## src/hdl/alu_core_pkg.sv

```systemverilog
/* alu core package
   widths and types shared by the ALU pipelines, the writeback arbiter and the top */

`default_nettype none

package alu_core_pkg;

    // ------------------------------------------------------------------------
    // widths

    localparam int WORD_W          = 32;
    localparam int SHAMT_W         = 5;
    localparam int PR_COUNT        = 128;
    localparam int ROB_ENTRIES     = 64;
    localparam int MAX_BANK_COUNT  = 8;
    // two PRF read ports per bank
    localparam int READ_PORT_COUNT = 2;

    // ------------------------------------------------------------------------
    // types

    typedef logic [WORD_W-1:0]                  word_t;
    typedef logic [$clog2(PR_COUNT)-1:0]        pr_t;
    typedef logic [$clog2(ROB_ENTRIES)-1:0]     rob_t;
    typedef logic [$clog2(MAX_BANK_COUNT)-1:0]  bank_t;

    // RV32 alu ops, funct7[5] in the msb and funct3 below
    // unlisted codes act like ALU_PASSB
    typedef enum logic [3:0] {
        ALU_ADD   = 4'b0000,
        ALU_SLL   = 4'b0001,
        ALU_SLT   = 4'b0010,
        ALU_SLTU  = 4'b0011,
        ALU_XOR   = 4'b0100,
        ALU_SRL   = 4'b0101,
        ALU_OR    = 4'b0110,
        ALU_AND   = 4'b0111,
        ALU_SUB   = 4'b1000,
        ALU_SRA   = 4'b1101,
        ALU_PASSB = 4'b1111
    } alu_op_t;

endpackage

`default_nettype wire

```

## src/hdl/alu_wb_if.sv

```systemverilog
/* alu writeback interface
   one result stream from a pipeline into the writeback arbiter */

`timescale 1ns/10ps
`default_nettype none

interface alu_wb_if import alu_core_pkg::*; ();

    logic  valid;
    word_t data;
    pr_t   pr;
    rob_t  rob;
    logic  ready;

    // pipeline side, fields held stable while valid and not ready
    modport source (
        output valid,
        output data,
        output pr,
        output rob,
        input  ready
    );

    // arbiter side
    modport sink (
        input  valid,
        input  data,
        input  pr,
        input  rob,
        output ready
    );

endinterface

`default_nettype wire

```

## src/hdl/alu_pipeline.sv

```systemverilog
/* alu pipeline
   three stage integer ALU: operand collect, execute, writeback register */

`timescale 1ns/10ps
`default_nettype none

module alu_pipeline import alu_core_pkg::*; #(
    parameter int BANK_COUNT = 4
) (
    input  logic    CLK,
    input  logic    nRST,

    // issue from the ALU issue queue
    input  logic    issue_valid,
    input  alu_op_t issue_op,
    input  logic    issue_is_imm,
    input  word_t   issue_imm,
    input  logic    issue_a_unneeded,
    input  logic    issue_a_forward,
    input  bank_t   issue_a_bank,
    input  logic    issue_b_forward,
    input  bank_t   issue_b_bank,
    input  pr_t     issue_dest_pr,
    input  rob_t    issue_rob_index,
    output logic    issue_ready,

    // PRF read notifications and data
    input  logic    a_read_valid,
    input  logic    a_read_port,
    input  logic    b_read_valid,
    input  logic    b_read_port,
    input  word_t [BANK_COUNT-1:0][READ_PORT_COUNT-1:0] reg_read_data,
    input  word_t [BANK_COUNT-1:0]                      forward_data,

    alu_wb_if.source wb
);

    // bank bits actually needed to index this many banks
    localparam int BANK_SEL_W = (BANK_COUNT > 1) ? $clog2(BANK_COUNT) : 1;

    // ------------------------------------------------------------------------
    // stall chain

    logic wb_hold;
    logic ex_hold;

    // ------------------------------------------------------------------------
    // OC stage

    logic    valid_oc;
    alu_op_t op_oc;
    logic    is_imm_oc;
    word_t   imm_oc;
    logic    a_unneeded_oc;
    logic    a_saved_oc;
    logic    a_forward_oc;
    bank_t   a_bank_oc;
    logic    b_saved_oc;
    logic    b_forward_oc;
    bank_t   b_bank_oc;
    pr_t     dest_pr_oc;
    rob_t    rob_oc;
    word_t   a_saved_data;
    word_t   b_saved_data;
    word_t   a_oc;
    word_t   b_oc;
    logic    a_present;
    logic    b_present;
    logic    launch_oc;

    // ------------------------------------------------------------------------
    // EX stage

    logic    valid_ex;
    alu_op_t op_ex;
    word_t   a_ex;
    word_t   b_ex;
    pr_t     dest_pr_ex;
    rob_t    rob_ex;
    word_t   result_ex;

    // WB only stalls when it holds something the arbiter won't take
    assign wb_hold = wb.valid & ~wb.ready;
    assign ex_hold = valid_ex & wb_hold;

    // ------------------------------------------------------------------------
    // operand collect

    assign a_present = a_unneeded_oc | a_saved_oc | a_forward_oc | a_read_valid;
    assign b_present = is_imm_oc | b_saved_oc | b_forward_oc | b_read_valid;
    assign launch_oc = ~ex_hold & a_present & b_present;

    assign issue_ready = ~valid_oc | launch_oc;

    always_comb begin
        if (a_saved_oc) begin
            a_oc = a_saved_data;
        end else if (a_forward_oc) begin
            a_oc = forward_data[a_bank_oc[BANK_SEL_W-1:0]];
        end else begin
            a_oc = reg_read_data[a_bank_oc[BANK_SEL_W-1:0]][a_read_port];
        end

        if (b_saved_oc) begin
            b_oc = b_saved_data;
        end else if (is_imm_oc) begin
            b_oc = imm_oc;
        end else if (b_forward_oc) begin
            b_oc = forward_data[b_bank_oc[BANK_SEL_W-1:0]];
        end else begin
            b_oc = reg_read_data[b_bank_oc[BANK_SEL_W-1:0]][b_read_port];
        end
    end

    always_ff @(posedge CLK or negedge nRST) begin
        if (!nRST) begin
            valid_oc     <= 1'b0;
            a_saved_oc   <= 1'b0;
            a_forward_oc <= 1'b0;
            b_saved_oc   <= 1'b0;
            b_forward_oc <= 1'b0;
        end else if (!issue_ready) begin
            // waiting op, latch whatever arrived this cycle
            a_saved_oc   <= a_saved_oc | a_forward_oc | a_read_valid;
            a_forward_oc <= 1'b0;
            b_saved_oc   <= b_saved_oc | b_forward_oc | b_read_valid;
            b_forward_oc <= 1'b0;
        end else begin
            valid_oc     <= issue_valid;
            a_saved_oc   <= 1'b0;
            a_forward_oc <= issue_a_forward;
            b_saved_oc   <= 1'b0;
            b_forward_oc <= issue_b_forward;
        end
    end

    always_ff @(posedge CLK) begin
        if (issue_ready) begin
            op_oc         <= issue_op;
            is_imm_oc     <= issue_is_imm;
            imm_oc        <= issue_imm;
            a_unneeded_oc <= issue_a_unneeded;
            a_bank_oc     <= issue_a_bank;
            b_bank_oc     <= issue_b_bank;
            dest_pr_oc    <= issue_dest_pr;
            rob_oc        <= issue_rob_index;
        end
        // saved copy follows the collect mux, frozen once the flag is set
        a_saved_data <= a_oc;
        b_saved_data <= b_oc;
    end

    // ------------------------------------------------------------------------
    // execute

    always_ff @(posedge CLK or negedge nRST) begin
        if (!nRST) begin
            valid_ex <= 1'b0;
        end else if (!ex_hold) begin
            valid_ex <= valid_oc & launch_oc;
        end
    end

    always_ff @(posedge CLK) begin
        if (!ex_hold) begin
            op_ex      <= op_oc;
            a_ex       <= a_oc;
            b_ex       <= b_oc;
            dest_pr_ex <= dest_pr_oc;
            rob_ex     <= rob_oc;
        end
    end

    always_comb begin
        case (op_ex)
            ALU_ADD:  result_ex = a_ex + b_ex;
            ALU_SLL:  result_ex = a_ex << b_ex[SHAMT_W-1:0];
            ALU_SLT:  result_ex = {{(WORD_W-1){1'b0}}, $signed(a_ex) < $signed(b_ex)};
            ALU_SLTU: result_ex = {{(WORD_W-1){1'b0}}, a_ex < b_ex};
            ALU_XOR:  result_ex = a_ex ^ b_ex;
            ALU_SRL:  result_ex = a_ex >> b_ex[SHAMT_W-1:0];
            ALU_OR:   result_ex = a_ex | b_ex;
            ALU_AND:  result_ex = a_ex & b_ex;
            ALU_SUB:  result_ex = a_ex - b_ex;
            ALU_SRA:  result_ex = word_t'($signed(a_ex) >>> b_ex[SHAMT_W-1:0]);
            ALU_PASSB: result_ex = b_ex;
            default:  result_ex = b_ex;
        endcase
    end

    // ------------------------------------------------------------------------
    // writeback register

    always_ff @(posedge CLK or negedge nRST) begin
        if (!nRST) begin
            wb.valid <= 1'b0;
        end else if (!wb_hold) begin
            wb.valid <= valid_ex;
        end
    end

    always_ff @(posedge CLK) begin
        if (!wb_hold) begin
            wb.data <= result_ex;
            wb.pr   <= dest_pr_ex;
            wb.rob  <= rob_ex;
        end
    end

endmodule

`default_nettype wire

```

## src/hdl/wb_arbiter.sv

```systemverilog
/* writeback arbiter
   round-robin merge of two pipeline results onto the single PRF write port */

`timescale 1ns/10ps
`default_nettype none

module wb_arbiter import alu_core_pkg::*; (
    input  logic  CLK,
    input  logic  nRST,

    alu_wb_if.sink pipe0,
    alu_wb_if.sink pipe1,

    // PRF write port
    output logic  wb_valid,
    output word_t wb_data,
    output pr_t   wb_pr,
    output rob_t  wb_rob_index,
    input  logic  wb_ready
);

    // 1 when pipe1 took the last transfer
    logic last_winner;
    logic grant1;

    // ------------------------------------------------------------------------
    // grant select

    // pipe1 wins alone, or on a tie when pipe0 won last
    assign grant1 = pipe1.valid & (~pipe0.valid | ~last_winner);

    assign wb_valid     = pipe0.valid | pipe1.valid;
    assign wb_data      = grant1 ? pipe1.data : pipe0.data;
    assign wb_pr        = grant1 ? pipe1.pr   : pipe0.pr;
    assign wb_rob_index = grant1 ? pipe1.rob  : pipe0.rob;

    // loser sees not ready and holds its WB register
    assign pipe0.ready = wb_ready & ~grant1;
    assign pipe1.ready = wb_ready & grant1;

    // ------------------------------------------------------------------------
    // priority pointer

    always_ff @(posedge CLK or negedge nRST) begin
        if (!nRST) begin
            // pipe0 first out of reset
            last_winner <= 1'b1;
        end else if (wb_valid && wb_ready) begin
            last_winner <= grant1;
        end
    end

endmodule

`default_nettype wire

```

## src/hdl/dual_alu_top.sv

```systemverilog
/* dual alu execute cluster
   two ALU pipelines sharing one register file write port through an arbiter */

`timescale 1ns/10ps
`default_nettype none

module dual_alu_top import alu_core_pkg::*; #(
    parameter int BANK_COUNT = 4
) (
    input  logic    CLK,
    input  logic    nRST,

    // pipeline 0 issue
    input  logic    issue0_valid,
    input  alu_op_t issue0_op,
    input  logic    issue0_is_imm,
    input  word_t   issue0_imm,
    input  logic    issue0_a_unneeded,
    input  logic    issue0_a_forward,
    input  bank_t   issue0_a_bank,
    input  logic    issue0_b_forward,
    input  bank_t   issue0_b_bank,
    input  pr_t     issue0_dest_pr,
    input  rob_t    issue0_rob_index,
    output logic    issue0_ready,

    // pipeline 1 issue
    input  logic    issue1_valid,
    input  alu_op_t issue1_op,
    input  logic    issue1_is_imm,
    input  word_t   issue1_imm,
    input  logic    issue1_a_unneeded,
    input  logic    issue1_a_forward,
    input  bank_t   issue1_a_bank,
    input  logic    issue1_b_forward,
    input  bank_t   issue1_b_bank,
    input  pr_t     issue1_dest_pr,
    input  rob_t    issue1_rob_index,
    output logic    issue1_ready,

    // register read notifications
    input  logic    a0_read_valid,
    input  logic    a0_read_port,
    input  logic    b0_read_valid,
    input  logic    b0_read_port,
    input  logic    a1_read_valid,
    input  logic    a1_read_port,
    input  logic    b1_read_valid,
    input  logic    b1_read_port,

    // PRF read and forward data
    input  word_t [BANK_COUNT-1:0][READ_PORT_COUNT-1:0] reg_read_data,
    input  word_t [BANK_COUNT-1:0]                      forward_data,

    // shared writeback port
    output logic    wb_valid,
    output word_t   wb_data,
    output pr_t     wb_pr,
    output rob_t    wb_rob_index,
    input  logic    wb_ready
);

    alu_wb_if wb_if_0 ();
    alu_wb_if wb_if_1 ();

    // ------------------------------------------------------------------------
    // pipelines

    alu_pipeline #(
        .BANK_COUNT (BANK_COUNT)
    ) i_alu_pipeline_0 (
        .CLK              (CLK),
        .nRST             (nRST),
        .issue_valid      (issue0_valid),
        .issue_op         (issue0_op),
        .issue_is_imm     (issue0_is_imm),
        .issue_imm        (issue0_imm),
        .issue_a_unneeded (issue0_a_unneeded),
        .issue_a_forward  (issue0_a_forward),
        .issue_a_bank     (issue0_a_bank),
        .issue_b_forward  (issue0_b_forward),
        .issue_b_bank     (issue0_b_bank),
        .issue_dest_pr    (issue0_dest_pr),
        .issue_rob_index  (issue0_rob_index),
        .issue_ready      (issue0_ready),
        .a_read_valid     (a0_read_valid),
        .a_read_port      (a0_read_port),
        .b_read_valid     (b0_read_valid),
        .b_read_port      (b0_read_port),
        .reg_read_data    (reg_read_data),
        .forward_data     (forward_data),
        .wb               (wb_if_0.source)
    );

    alu_pipeline #(
        .BANK_COUNT (BANK_COUNT)
    ) i_alu_pipeline_1 (
        .CLK              (CLK),
        .nRST             (nRST),
        .issue_valid      (issue1_valid),
        .issue_op         (issue1_op),
        .issue_is_imm     (issue1_is_imm),
        .issue_imm        (issue1_imm),
        .issue_a_unneeded (issue1_a_unneeded),
        .issue_a_forward  (issue1_a_forward),
        .issue_a_bank     (issue1_a_bank),
        .issue_b_forward  (issue1_b_forward),
        .issue_b_bank     (issue1_b_bank),
        .issue_dest_pr    (issue1_dest_pr),
        .issue_rob_index  (issue1_rob_index),
        .issue_ready      (issue1_ready),
        .a_read_valid     (a1_read_valid),
        .a_read_port      (a1_read_port),
        .b_read_valid     (b1_read_valid),
        .b_read_port      (b1_read_port),
        .reg_read_data    (reg_read_data),
        .forward_data     (forward_data),
        .wb               (wb_if_1.source)
    );

    // ------------------------------------------------------------------------
    // writeback merge

    wb_arbiter i_wb_arbiter (
        .CLK          (CLK),
        .nRST         (nRST),
        .pipe0        (wb_if_0.sink),
        .pipe1        (wb_if_1.sink),
        .wb_valid     (wb_valid),
        .wb_data      (wb_data),
        .wb_pr        (wb_pr),
        .wb_rob_index (wb_rob_index),
        .wb_ready     (wb_ready)
    );

endmodule

`default_nettype wire

```

## config.mk

```make
export PLATFORM = sky130hd
export DESIGN_NAME = dual_alu_top
export DESIGN_NICKNAME = d
export VERILOG_FILES = /design/src/hdl/alu_core_pkg.sv /design/src/hdl/alu_wb_if.sv /design/src/hdl/alu_pipeline.sv /design/src/hdl/wb_arbiter.sv /design/src/hdl/dual_alu_top.sv
export SDC_FILE = /design/constraint.sdc
export NUM_CORES = 2
export LEC_CHECK = 0
export BUFFER_PORTS_ARGS = -buffer_cell sky130_fd_sc_hd__clkbuf_2
export CAP_MARGIN = 25
export CORE_UTILIZATION = 25
export DETAILED_ROUTE_END_ITERATION = 7
export SYNTH_ARGS = -nofsm -noshare
export SYNTH_HDL_FRONTEND = slang
export SYNTH_SLANG_ARGS = --single-unit
```

## constraint.sdc

```tcl
create_clock -name CLK -period 27.3 [get_ports CLK]
set_input_delay 4.095 -clock CLK [delete_from_list [all_inputs] [get_ports CLK]]
set_output_delay 4.095 -clock CLK [all_outputs]
set_load 0.01 [all_outputs]
```

==> impl_metrics.tcl <==
set metrics [dict create \
    gp_congestion 1.16 \
    clock_latency_ns 0.66 \
    grt_max_degree 97 \
    hp-class "flop to flop" \
    pre_cts_ws_ns 17.26 \
    path_cells "clkbuf_2 -> a21boi_0 -> nand2_4 -> inv_1 -> o21ai_4 -> buf_4 -> clkbuf_2" \
    worst_pin_slew_ns 1.23 \
    finalHoldViolCount 0 \
    critical_path.top_delay_family "buffers and inverters" \
    placed_area_mm2 0.0508 \
    cp-end-kind "primary output" \
    finalSetupViolCount 0 \
    rsz0062_at_grt "false" \
    core-area_mm2 0.181 \
    outcome "finished, final reports clean" \
    dieArea_mm2 0.185 \
    drive_gt1_share_pct 25.9 \
    crit_top_cell "clkbuf_2" \
    fin_worst_skew_ns 0.0377 \
    synth_ff_type "edfxtp_1" \
    cts_max_path_buffers 3 \
    arrival_ns 5.94 \
    ff2ff_setup_slack_ns 21.84 \
    vdd_ir_drop_max_mv 0.160 \
    final_nets 5726 \
    fin_ws_ns 17.26 \
    fin_setup_tns_ns 0 \
    critical_path.max_fanout 24 \
    crit_start "wb_ready" \
    slew_viol_final 0 \
    core.rowCount 156 \
    start_util_pct 25.2 \
    power.density_mw_per_mm2 163 \
    die_w_um 430 \
    firstDrtPassIters 6 \
    maxCapViolations 0 \
    p_switching_mw 4.75 \
    reg2reg_depth 13 \
    syn_area_mm2 0.0457 \
    post-dp-hpwl_um 181000 \
    postSynthNetCount 5415 \
    crit_end "issue1_ready" \
    wire_per_inst_um 31.1 \
    cts_setup_buffers 0 \
    grt_pass1_vias 41101 \
    clock_sinks 505 \
    pwr-share-clk_pct 9.3 \
    synth_area_leader_cell "edfxtp_1" \
    synthArstFlopShare_pct 2.97 \
    switching_share_pct 55.1 \
    synthToLayoutAreaGrowth_pct 15.5 \
    p_seq_share_pct 20.3 \
    grt_usage_pct 24.3 \
    vias_per_cell 5.76 \
    detail-route-antenna-nets 0 \
    yosys_warnings 0 \
    syn_inst 4702 \
    path_clk_slew_ns 0.06 \
    r2r_start "i_alu_pipeline_0.b_ex[1]" \
    vias 42965 \
    grt_overflow 0 \
    ys_ff_latch 505 \
    synth_area_per_cell_um2 9.72 \
    cts_tree "done" \
    cp.depth 7 \
    antenna_found_initial 41 \
    start_kind "input port" \
    cts-root-buf "clkbuf_16" \
    critPathMaxStageDelay_ns 0.54 \
    fin_area_mm2 0.0528 \
    ys_seq_area_share_pct 30.2 \
    cts-resized-gates 0 \
    required_ns 23.20 \
    cts.htree.levels 2 \
    die_y_um 430 \
    cts_made_buffers 54 \
    grt_pass1_wl_um 321000 \
    p_int_mw 3.87 \
    pin_count 563 \
    io_buffers 558 \
    synthDistinctLibCells 93 \
    path_buf_inv 4 \
    worstSetupPathType "input port to primary output" \
    drt_iter0_markers 5573 \
    r2r_end "i_alu_pipeline_0.wb.data[31]" \
    slowest_stage "nand2_4" \
    worst_hold_slack_ns 0.416 \
    synth.most_common_cell "nor2_1" \
    pwr-share-comb_pct 70.4 \
    synth-edff-count 362 \
    cts_hold_buf 0 \
    period_share_pct 36.8 \
    yosys-top-cells-count "nor2_1 (566), a21oi_1 (507), mux4_2 (430)" \
    drc 0 \
    synth.area.top_cells "edfxtp_1 (24%), mux4_2 (21%), dfxtp_1 (5.6%)" \
    leakagePower_nw 20.2 \
    relSlewSlack_pct 18.0 \
    fmax_mhz 99.6 \
    routed_wl_um 232000 \
    netlist.area_leader.share_pct 23.8 \
    layout_min_cycle_time_ns 10.04 \
    p_total_mw 8.62 \
]
through the flow:
stage	instances	util (%)
floorplan	4702	-
global placement	7322	28.0
detailed placement	7325	28.1
CTS	7426	29.1
global route	7451	29.1
finish	7454	29.2
power groups by stage:
stage          sequential [mW]  clock [mW]  combinational [mW]
2_1_floorplan             1.56           0                3.82
3_3_place_gp              1.74           0                5.90
3_5_place_dp              1.75           0                5.92
4_1_cts                   1.74       0.815                5.94
5_1_grt                   1.78       0.841                6.39
6_report                  1.75       0.802                6.07
area by class of cell:
cell class                 instances  area [µm²]
timing repair buffer             658        3610
sequential                       505       13800
clock buffer                      62        1440
antenna                           26        65.1
fill                           19023      128000
multi-input combinational       3596       29700
clock inverter                    39         458
tap                             2370        2970
inverter                         198         743
worst min path at each step:
stage	startpoint	endpoint	cells past startpoint
after floorplan	i_alu_pipeline_0.dest_pr_oc[0]	i_alu_pipeline_0.dest_pr_ex[0]	0
after global placement	i_alu_pipeline_0.dest_pr_oc[0]	i_alu_pipeline_0.dest_pr_ex[0]	0
after detailed placement	i_alu_pipeline_0.dest_pr_oc[1]	i_alu_pipeline_0.dest_pr_ex[1]	0
after CTS	i_alu_pipeline_0.dest_pr_oc[4]	i_alu_pipeline_0.dest_pr_ex[4]	0
after global routing	i_alu_pipeline_0.dest_pr_oc[4]	i_alu_pipeline_0.dest_pr_ex[4]	0
final	i_alu_pipeline_0.rob_ex[1]	i_alu_pipeline_0.wb.rob[1]	0
flip-flops by register name (all words and copies together), names as in the netlist, 6 cells and up:
signal	flops
i_alu_pipeline_1.b_saved_data	32
i_alu_pipeline_1.imm_oc	32
i_alu_pipeline_1.wb.data	32
i_alu_pipeline_0.wb.rob	6
i_alu_pipeline_1.b_ex	32
i_alu_pipeline_0.a_saved_data	32
i_alu_pipeline_1.rob_oc	6
i_alu_pipeline_0.b_saved_data	32
i_alu_pipeline_1.dest_pr_oc	7
i_alu_pipeline_0.wb.data	32
i_alu_pipeline_0.rob_ex	6
i_alu_pipeline_0.imm_oc	32
i_alu_pipeline_0.dest_pr_ex	7
i_alu_pipeline_0.dest_pr_oc	7
i_alu_pipeline_1.rob_ex	6
i_alu_pipeline_1.a_saved_data	32
i_alu_pipeline_1.wb.rob	6
i_alu_pipeline_0.a_ex	32
i_alu_pipeline_0.b_ex	32
i_alu_pipeline_1.dest_pr_ex	7
i_alu_pipeline_1.wb.pr	7
i_alu_pipeline_0.wb.pr	7
i_alu_pipeline_1.a_ex	32
i_alu_pipeline_0.rob_oc	6
kinds of logic (layout without fill, tap and decap cells):
| logic type | after synthesis | after routing | share of synthesized area (%) |
|---|---|---|---|
| AO/OA/AOI/OAI | 1426 | 1426 | 19.6 |
| AND/OR/NAND/NOR | 1215 | 1215 | 11.2 |
| multiplexers | 719 | 719 | 27.7 |
| buffers and inverters | 601 | 957 | 5.10 |
| flip-flops | 505 | 505 | 30.2 |
| adder cells (fa/ha/maj) | 198 | 198 | 5.49 |
| XOR/XNOR | 38 | 38 | 0.728 |
| other | 0 | 26 | 0 |
layer usage:
layer	GRT usage [%]	part of all wire, %
met4	18.2	8.8
met1	30.8	39
met2	37.3	44
met3	3.61	7.7
met5	0	0.057
worst register-to-register path, delay by kind of cell, from the launching register on:
| kind | cells | cell delay [ns] |
|---|---|---|
| adders and majority gates | 1 | 0.55 |
| AOI/OAI and AO/OA | 7 | 2.73 |
| buffers and inverters | 2 | 0.99 |
| DFF | 1 | 0.33 |
| and+or+nand+nor | 3 | 0.61 |
layout by cell type (no fill, tap or decap), types with 73 or more instances in the layout:
cell        n
dfxtp_1   128
a21oi_1   506
mux2i_1   230
nand2_1   389
buf_4      92
inv_1     187
a211oi_1   73
nor2_1    565
mux4_2    430
clkbuf_2  554
ha_1      194
edfxtp_1  362
o21ai_0   343
(Power assumes the default switching activity.)
